--- config.mk ---
export PLATFORM = sky130hd
export DESIGN_NAME = controlUnit
export DESIGN_NICKNAME = d
export VERILOG_FILES = /design/src/verilog/decodePkg.sv /design/src/verilog/aluDecoder.sv /design/src/verilog/branchDecoder.sv /design/src/verilog/controlUnit.sv /design/src/verilog/instrClassifier.sv /design/src/verilog/memStackDecoder.sv
export SDC_FILE = /design/constraint.sdc
export NUM_CORES = 1
export LEC_CHECK = 0
export ABC_CLOCK_PERIOD_IN_PS = 2100
export BUFFER_PORTS_ARGS = -buffer_cell sky130_fd_sc_hd__buf_2
export CAP_MARGIN = 20
export CORE_UTILIZATION = 54
export CTS_CLUSTER_SIZE = 10
export DETAILED_ROUTE_END_ITERATION = 8
export PLACE_DENSITY = 0.79
export SLEW_MARGIN = 20
export SYNTH_ARGS = -nofsm -noshare
export SYNTH_HDL_FRONTEND = slang
export SYNTH_HIERARCHICAL = 1
export SYNTH_SLANG_ARGS = --single-unit
--- constraint.sdc ---
create_clock -name clk -period 2.1 [get_ports clk]
set_input_delay 0.315 -clock clk [delete_from_list [all_inputs] [get_ports clk]]
set_output_delay 0.315 -clock clk [all_outputs]
set_load 0.03 [all_outputs]
--- src/verilog/decodePkg.sv ---
package decodePkg;

	localparam int instrWidth = 18;
	localparam int dataWidth = 16;
	localparam int selWidth = 4;

	// Register file indices
	localparam logic [selWidth-1:0] linkReg = 4'd12;
	localparam logic [selWidth-1:0] stackPtr = 4'd13;
	localparam logic [selWidth-1:0] pcReg = 4'd15;

	////////////////////////////////////////////////////////////
	// Opcodes
	////////////////////////////////////////////////////////////

	// Groups 0 and 1 are taken by the register forms, so the
	// immediate-capable ops start at 2
	typedef enum logic [3:0] {
		ADD = 4'h2,
		SUB = 4'h3,
		AND = 4'h4,
		OR = 4'h5,
		XOR = 4'h6,
		NOT = 4'h7,
		LSH = 4'h8,
		RSH = 4'h9,
		ARSH = 4'hA,
		CMP = 4'hB,
		CMPR = 4'hC,
		MOVR = 4'hD,
		MUL = 4'hE,
		FMUL = 4'hF,
		MOVMR = 4'h0,
		MOVRM = 4'h1
	} aluOp_t;

	// 4-bit codes padded with a zero LSB
	typedef enum logic [4:0] {
		CALL = 5'b01000,
		MOVMRI = 5'b01010,
		MOVRMI = 5'b01100,
		RET = 5'b01110,
		J = 5'b10000,
		JE = 5'b10001,
		JNE = 5'b10010,
		JL = 5'b10011,
		JLE = 5'b10100,
		JB = 5'b10101,
		JBE = 5'b10110
	} specialOp_t;

	// 4-bit codes padded with two zero LSBs
	typedef enum logic [5:0] {
		POP = 6'b110000,
		PUSH = 6'b110100,
		PUSHI = 6'b111000,
		INCR = 6'b111100,
		DECR = 6'b111101
	} stackOp_t;

	typedef enum logic [2:0] {
		normReg,
		normMem,
		normImm,
		special14,
		stackOp,
		incDec,
		illegal
	} instrClass_t;

	////////////////////////////////////////////////////////////
	// Control structs
	////////////////////////////////////////////////////////////

	typedef struct packed {
		logic low;
		logic negative;
		logic zero;
	} flags_t;

	typedef struct packed {
		logic valid;
		logic [instrWidth-1:0] word;
	} instrIn_t;

	// MSB first, so immToBus lands on bit 0
	typedef struct packed {
		logic retToPc;
		logic increment;
		logic decrement;
		logic incDecToRf2;
		logic incDecToRf1;
		logic pcIncr;
		logic addrToPc;
		logic memToPc;
		logic memToRf2;
		logic memToRf1;
		logic pcToMem;
		logic dataToMem;
		logic immToAddr;
		logic regToAddr;
		logic movToRf2;
		logic movToRf1;
		logic immMovToRf2;
		logic immMovToRf1;
		logic aluToRf2;
		logic aluToRf1;
		logic regToBus;
		logic immToBus;
	} bufCtrl_t;

	typedef struct packed {
		aluOp_t aluOp;
		logic writeEn1;
		logic writeEn2;
		logic [dataWidth-1:0] immediate;
		bufCtrl_t bufCtrl;
		logic [selWidth-1:0] destSel;
		logic [selWidth-1:0] destSel2;
		logic [selWidth-1:0] srcSel;
		logic flagWrite;
		logic memWrite;
		logic memRead;
		logic [dataWidth-1:0] addr;
		logic ret;
	} ctrlWord_t;

	typedef struct packed {
		logic valid;
		ctrlWord_t ctrl;
	} ctrlOut_t;

	// Registers 12 and 13 sit on write port 2
	function automatic logic isPairReg(input logic [selWidth-1:0] sel);
		return (sel == linkReg) || (sel == stackPtr);
	endfunction

	// Safe no-op, only the PC moves on
	function automatic ctrlWord_t nopWord();
		ctrlWord_t w;
		w = '0;
		w.bufCtrl.pcIncr = 1'b1;
		return w;
	endfunction

endpackage

--- src/verilog/aluDecoder.sv ---
`timescale 1ns/10ps

module aluDecoder (
	input logic [decodePkg::instrWidth-1:0] instr,
	output decodePkg::ctrlWord_t ctrl
);
	import decodePkg::*;

	logic immForm;
	logic pair;
	aluOp_t op;
	logic [selWidth-1:0] dest;

	// Non-zero group means immediate form, opcode in the group
	assign immForm = (instr[15:12] != 4'd0);
	assign op = immForm ? aluOp_t'(instr[15:12]) : aluOp_t'(instr[7:4]);
	assign dest = instr[11:8];
	assign pair = isPairReg(dest);

	always_comb begin
		ctrl = nopWord();

		// Operand routing shared by every handled op
		ctrl.aluOp = op;
		ctrl.destSel = dest;
		ctrl.destSel2 = dest;
		ctrl.srcSel = immForm ? dest : instr[3:0];
		ctrl.immediate = immForm ? {{(dataWidth-8){1'b0}}, instr[7:0]} : '0;
		ctrl.bufCtrl.immToBus = immForm;
		ctrl.bufCtrl.regToBus = !immForm;

		case (op)
			ADD, SUB, AND, OR, XOR, NOT, LSH, RSH, ARSH: begin
				ctrl.flagWrite = 1'b1;
				ctrl.writeEn1 = !pair;
				ctrl.writeEn2 = pair;
				ctrl.bufCtrl.aluToRf1 = !pair;
				ctrl.bufCtrl.aluToRf2 = pair;
			end
			CMP, CMPR: begin
				// Flags only, no write back
				ctrl.flagWrite = 1'b1;
			end
			MOVR: begin
				ctrl.writeEn1 = !pair;
				ctrl.writeEn2 = pair;
				if (immForm) begin
					ctrl.bufCtrl.immMovToRf1 = !pair;
					ctrl.bufCtrl.immMovToRf2 = pair;
				end else begin
					ctrl.bufCtrl.movToRf1 = !pair;
					ctrl.bufCtrl.movToRf2 = pair;
				end
			end
			default: begin
				// MUL, FMUL and anything else
				ctrl = nopWord();
			end
		endcase
	end

endmodule

--- src/verilog/branchDecoder.sv ---
`timescale 1ns/10ps

module branchDecoder (
	input logic [decodePkg::instrWidth-1:0] instr,
	input decodePkg::flags_t flags,
	output decodePkg::ctrlWord_t ctrl
);
	import decodePkg::*;

	specialOp_t op;
	logic take;

	// Prefix 01 holds the 4-bit ops, prefix 10 the 5-bit jumps
	assign op = (instr[17:16] == 2'b01) ? specialOp_t'({instr[17:14], 1'b0})
		: specialOp_t'(instr[17:13]);

	// Jump condition
	always_comb begin
		case (op)
			J: take = 1'b1;
			JE: take = flags.zero;
			JNE: take = !flags.zero;
			JL: take = flags.negative;
			JLE: take = flags.negative || flags.zero;
			JB: take = flags.low;
			JBE: take = flags.low || flags.zero;
			default: take = 1'b0;
		endcase
	end

	always_comb begin
		ctrl = nopWord();
		ctrl.addr = {{(dataWidth-14){1'b0}}, instr[13:0]};
		ctrl.destSel = pcReg;

		case (op)
			CALL: begin
				// Push the PC, bump SP, load the target
				ctrl.srcSel = stackPtr;
				ctrl.destSel2 = stackPtr;
				ctrl.memWrite = 1'b1;
				ctrl.writeEn2 = 1'b1;
				ctrl.bufCtrl.regToAddr = 1'b1;
				ctrl.bufCtrl.pcToMem = 1'b1;
				ctrl.bufCtrl.incDecToRf2 = 1'b1;
				ctrl.bufCtrl.increment = 1'b1;
				ctrl.bufCtrl.addrToPc = 1'b1;
				ctrl.bufCtrl.pcIncr = 1'b0;
			end
			RET: begin
				// pcIncr stays so the slot after RET still runs
				ctrl.srcSel = stackPtr;
				ctrl.destSel2 = stackPtr;
				ctrl.memRead = 1'b1;
				ctrl.ret = 1'b1;
				ctrl.bufCtrl.regToAddr = 1'b1;
				ctrl.bufCtrl.memToPc = 1'b1;
				ctrl.bufCtrl.retToPc = 1'b1;
			end
			MOVMRI: begin
				ctrl.destSel = '0;
				ctrl.memRead = 1'b1;
				ctrl.writeEn1 = 1'b1;
				ctrl.bufCtrl.immToAddr = 1'b1;
				ctrl.bufCtrl.memToRf1 = 1'b1;
			end
			MOVRMI: begin
				ctrl.srcSel = '0;
				ctrl.memWrite = 1'b1;
				ctrl.bufCtrl.regToBus = 1'b1;
				ctrl.bufCtrl.immToAddr = 1'b1;
				ctrl.bufCtrl.dataToMem = 1'b1;
			end
			J, JE, JNE, JL, JLE, JB, JBE: begin
				ctrl.bufCtrl.immToAddr = 1'b1;
				ctrl.bufCtrl.addrToPc = take;
				ctrl.bufCtrl.pcIncr = !take;
			end
			default: begin
				ctrl = nopWord();
			end
		endcase
	end

endmodule

--- src/verilog/controlUnit.sv ---
`timescale 1ns/10ps

module controlUnit (
	input logic clk,
	input logic rst,
	input decodePkg::instrIn_t instrIn,
	input decodePkg::flags_t flags,
	output decodePkg::ctrlOut_t ctrlOut
);
	import decodePkg::*;

	instrClass_t instrClass;
	ctrlWord_t aluCtrl;
	ctrlWord_t memCtrl;
	ctrlWord_t branchCtrl;
	ctrlWord_t nextCtrl;

	instrClassifier instrClassifier_i (
		.instr(instrIn.word),
		.instrClass(instrClass)
	);

	aluDecoder aluDecoder_i (
		.instr(instrIn.word),
		.ctrl(aluCtrl)
	);

	memStackDecoder memStackDecoder_i (
		.instr(instrIn.word),
		.ctrl(memCtrl)
	);

	branchDecoder branchDecoder_i (
		.instr(instrIn.word),
		.flags(flags),
		.ctrl(branchCtrl)
	);

	always_comb begin
		case (instrClass)
			normReg, normImm: nextCtrl = aluCtrl;
			normMem, stackOp, incDec: nextCtrl = memCtrl;
			special14: nextCtrl = branchCtrl;
			default: nextCtrl = nopWord();
		endcase
	end

	// Word holds while the input is idle
	always_ff @(posedge clk) begin
		if (rst) begin
			ctrlOut <= '0;
		end else begin
			ctrlOut.valid <= instrIn.valid;
			if (instrIn.valid) begin
				ctrlOut.ctrl <= nextCtrl;
			end
		end
	end

	////////////////////////////////////////////////////////////
	// Checks
	////////////////////////////////////////////////////////////

	memExclusive: assert property (@(posedge clk) disable iff (rst)
		ctrlOut.valid |-> !(ctrlOut.ctrl.memRead && ctrlOut.ctrl.memWrite))
		else $error("memRead and memWrite both set");

	pcExclusive: assert property (@(posedge clk) disable iff (rst)
		ctrlOut.valid |-> !(ctrlOut.ctrl.bufCtrl.addrToPc && ctrlOut.ctrl.bufCtrl.pcIncr))
		else $error("addrToPc and pcIncr both set");

	// One cycle of latency, never more
	validLatency: assert property (@(posedge clk) disable iff (rst)
		1'b1 |=> (ctrlOut.valid == $past(instrIn.valid)))
		else $error("valid out does not follow valid in");

endmodule

--- src/verilog/instrClassifier.sv ---
`timescale 1ns/10ps

module instrClassifier (
	input logic [decodePkg::instrWidth-1:0] instr,
	output decodePkg::instrClass_t instrClass
);
	import decodePkg::*;

	logic [1:0] prefix;
	logic [3:0] group;

	assign prefix = instr[17:16];
	assign group = instr[15:12];

	always_comb begin
		case (prefix)
			2'b00: begin
				// Normal group
				if (group == 4'd0) begin
					instrClass = normReg;
				end else if (group == 4'd1) begin
					instrClass = normMem;
				end else begin
					instrClass = normImm;
				end
			end
			2'b01, 2'b10: begin
				instrClass = special14;
			end
			default: begin
				// Upper group bits finish the 4-bit code
				if (group[3:2] != 2'b11) begin
					instrClass = stackOp;
				end else if (group[1] == 1'b0) begin
					// Only INCR and DECR in the top code
					instrClass = incDec;
				end else begin
					instrClass = illegal;
				end
			end
		endcase
	end

endmodule

--- src/verilog/memStackDecoder.sv ---
`timescale 1ns/10ps

module memStackDecoder (
	input logic [decodePkg::instrWidth-1:0] instr,
	output decodePkg::ctrlWord_t ctrl
);
	import decodePkg::*;

	logic stackForm;
	aluOp_t memOp;
	stackOp_t stackCode;
	logic [selWidth-1:0] fieldReg;
	logic [selWidth-1:0] operand;
	logic fieldPair;

	assign stackForm = (instr[17:16] == 2'b11);
	assign memOp = aluOp_t'(instr[7:4]);
	// INCR/DECR carry a 6-bit code, the rest a 4-bit one
	assign stackCode = (instr[15:14] == 2'b11) ? stackOp_t'(instr[17:12])
		: stackOp_t'({instr[17:14], 2'b00});
	assign fieldReg = instr[11:8];
	assign operand = instr[13:10];
	assign fieldPair = isPairReg(fieldReg);

	always_comb begin
		ctrl = nopWord();
		if (!stackForm) begin
			////////////////////////////////////////////////////////////
			// Register memory moves
			////////////////////////////////////////////////////////////
			ctrl.aluOp = memOp;
			ctrl.destSel = fieldReg;
			ctrl.destSel2 = fieldReg;
			ctrl.srcSel = instr[3:0];
			ctrl.bufCtrl.regToBus = 1'b1;
			ctrl.bufCtrl.regToAddr = 1'b1;
			case (memOp)
				MOVMR: begin
					ctrl.memRead = 1'b1;
					ctrl.writeEn1 = !fieldPair;
					ctrl.writeEn2 = fieldPair;
					ctrl.bufCtrl.memToRf1 = !fieldPair;
					ctrl.bufCtrl.memToRf2 = fieldPair;
				end
				MOVRM: begin
					ctrl.memWrite = 1'b1;
					ctrl.bufCtrl.dataToMem = 1'b1;
				end
				default: begin
					ctrl = nopWord();
				end
			endcase
		end else begin
			////////////////////////////////////////////////////////////
			// Stack and increment group
			////////////////////////////////////////////////////////////
			case (stackCode)
				POP: begin
					// Popping into the link register or SP does nothing
					if (!isPairReg(operand)) begin
						ctrl.srcSel = stackPtr;
						ctrl.destSel = operand;
						ctrl.destSel2 = stackPtr;
						ctrl.memRead = 1'b1;
						ctrl.writeEn1 = 1'b1;
						ctrl.bufCtrl.regToAddr = 1'b1;
						ctrl.bufCtrl.memToRf1 = 1'b1;
					end
				end
				PUSH, PUSHI: begin
					ctrl.srcSel = stackPtr;
					ctrl.destSel2 = stackPtr;
					ctrl.memWrite = 1'b1;
					ctrl.writeEn2 = 1'b1;
					ctrl.bufCtrl.regToAddr = 1'b1;
					ctrl.bufCtrl.dataToMem = 1'b1;
					ctrl.bufCtrl.incDecToRf2 = 1'b1;
					ctrl.bufCtrl.increment = 1'b1;
					if (stackCode == PUSHI) begin
						ctrl.immediate = {{(dataWidth-14){1'b0}}, instr[13:0]};
						ctrl.bufCtrl.immToBus = 1'b1;
					end else begin
						ctrl.destSel = operand;
						ctrl.bufCtrl.regToBus = 1'b1;
					end
				end
				INCR, DECR: begin
					ctrl.srcSel = fieldReg;
					ctrl.destSel = fieldReg;
					ctrl.destSel2 = fieldReg;
					ctrl.writeEn1 = !fieldPair;
					ctrl.writeEn2 = fieldPair;
					ctrl.bufCtrl.incDecToRf1 = !fieldPair;
					ctrl.bufCtrl.incDecToRf2 = fieldPair;
					ctrl.bufCtrl.increment = (stackCode == INCR);
					ctrl.bufCtrl.decrement = (stackCode == DECR);
				end
				default: begin
					ctrl = nopWord();
				end
			endcase
		end
	end

endmodule
==> metrics.csv <==
metric,value,unit
status,completed,
footprint of the multi-input gates,4800,um^2
synth warn,6,
CP max stage cell,nor4b_2,
count of cell types in the netlist,68,
"area leader, netlist",dfxtp_1,
max reg flops,77,
DP Area,7710,um^2
"CTS clk-pin slew, worst paths",0.06,ns
CTS H-tree depth,3,
pre-CTS setup slack,0.0549,ns
Num CTS Buffers,9,
Tot Pwr,4.71,mW
DR vias,6548,
register area share after synthesis,20.9,%
Crit Path Class,input pin to flop,
grt ovf,0,
CTS Hold Bufs,0,
main flop type after synthesis,dfxtp_1,
filler cell count,1232,
Core Rows,42,
fraction of final layout cells sized beyond drive strength 1,18.9,%
n_diodes,0,
Fin Hold WS,0.328,ns
Final WS setup,0.323,ns
CTS tree,yes,
PortBufs,100,
Initial DRC Count,502,
"Max FO, Critical Path",23,
cells along the critical path,"buf_2, nor4b_2, nor4_2, and2_4, nor3_1, o21ai_0, a31oi_1",
CP arrival,2.05,ns
CTS Root Cell,clkbuf_16,
Critical R2R Launch,ctrlOut[31],
Startpoint Class,input pin,
I/O pins,101,
final instance area,7960,um^2
fin nets,1038,
CORE AREA,13300,um^2
Setup crit end kind,flop,
Skew-Pair Late Insertion Delay,0.35,ns
Largest regs,ctrlOut: 77 flops,
Die Ht,119,um
Syn Std Cell Area,7380,um^2
largest register by flop count,ctrlOut,
Worst Setup SP,instrIn[13],
Pre-Repair DR Iteration Count,6,
P_leak,3.38,nW
Die Wd,119,um
share of the synthesized area in the top cell type,20.9,%
Fin Setup TNS,0,ns
max_cap viols,0,
Starting Density,55.5,%
number of synthesized flops with an enable pin,0,
number of vias per cell,5.49,
Seq cells post-synth,77,
DRT Wirelength,18700,um
antenna violations before repair,0,
average cell area after synthesis,7.87,um^2
Final Skew,0,ns
Final Non-Filler Cells,1193,
vias in the first global route,6092,
PwrDens,592,nW/um^2
WL/cell,15.7,um
min-delay src,rst,
Max Clock Freq,0.563,GHz
"Slew Viols, Final",0,
RSZ-0062 raised after global routing,no,
setup bufs post-CTS,0,
Crit path largest cell delay,0.46,ns
Area Growth Syn to Fin,7.87,%
DP Cell Count,1177,
Resized cells post-CTS,0,
Peak VDD IR,0.409,mV
die area,14100,um^2
Syn Inst Count,938,
HPWL Detailed,12900,um
final core occ,59.9,%
Async SR Flop Fraction,0,%
Remaining DRCs,0,
gr usage total,26.9,%
largest net degree at the start of global routing,63,
register area,1540,um^2
worst endpoint required time,2.37,ns
Hold Crit Class,input pin to flop,
Final Setup Violations,0,
final critical-path required period,1.78,ns
first-pass GRT wire length,30400,um
Final period util,84.6,%
TritonCTS Sinks,77,
main area contributors after synthesis,"dfxtp_1 (21%), buf_4 (15%), mux2i_1 (11%)",
GP Congestion,0.928,
antenna-violating nets left,0,
Final Hold Fails,0,
clk buf depth,2,
-- report_power, final --
part	total [mW]	internal, mW	switching, mW
Clock	1.43	0.799	0.632
Combinational	1.65	0.662	0.986
Sequential	1.64	1.57	0.0625
-- layer usage --
layer	up-vias	GRT usage [%]	part of all wire (%)
li1	3272	-	-
met1	2981	33.7	43
met2	238	43.4	46
met3	57	5.03	6.5
met4	0	14.8	3.9
met5	-	0	0
-- synthesized netlist by cell type, drive strengths merged, types with 5 or more instances --
cell type and number:
clkbuf 32, nor2b 20, a31oi 75, o21ai 83
nor4b 5, nand2b 79, and2 26, a31o 75
nor2 28, buf 169, dfxtp 77, conb 5
mux2i 79, a21oi 7, nor3 13, inv 13
nand2 88, a22o 5
-- critical path: cells and delay by family --
family	cells	cell delay, ns
simple gates	4	1.14
buf+inv	1	0.25
compound gates	2	0.33
-- worst paths after layout --
path / to / slack [ns] / cells after the start
max reg2reg: ctrlOut[31] / 1.21 / 3
max: ctrlOut[70] / 0.32 / 7
min: ctrlOut[76] / 0.33 / 2
min reg2reg: ctrlOut[48] / 0.51 / 2
-- layout make-up --
type	instances	share of cell area, %
Multi-Input combinational cell	753	60.3
Sequential cell	77	19.4
Timing Repair Buffer	158	13.8
Clock buffer	14	3.07
Tap cell	176	2.77
Inverter	13	0.613
Clock inverter	2	0.126
-- cells by family after synthesis --
logic type               share of synthesized area (%)
buffers and inverters                             19.8
XOR/XNOR                                         0.119
adder cells (fa/ha/maj)                          0.339
AO/OA/AOI/OAI                                     26.0
other                                            0.254
multiplexers                                      10.7
flip-flops                                        20.9
AND/OR/NAND/NOR                                   21.9
-- cell usage in the layout, fill, tap and decap left out, drive strengths merged, types with 5 or more instances in the layout --
cell	count
a21oi	7
a22o	5
a31o	75
a31oi	75
and2	26
buf	158
clkbuf	14
conb	111
dfxtp	77
inv	13
mux2i	79
nand2	88
nand2b	79
nor2	28
nor2b	20
nor3	13
nor4b	5
o21ai	83
(Power assumes the default switching activity.)
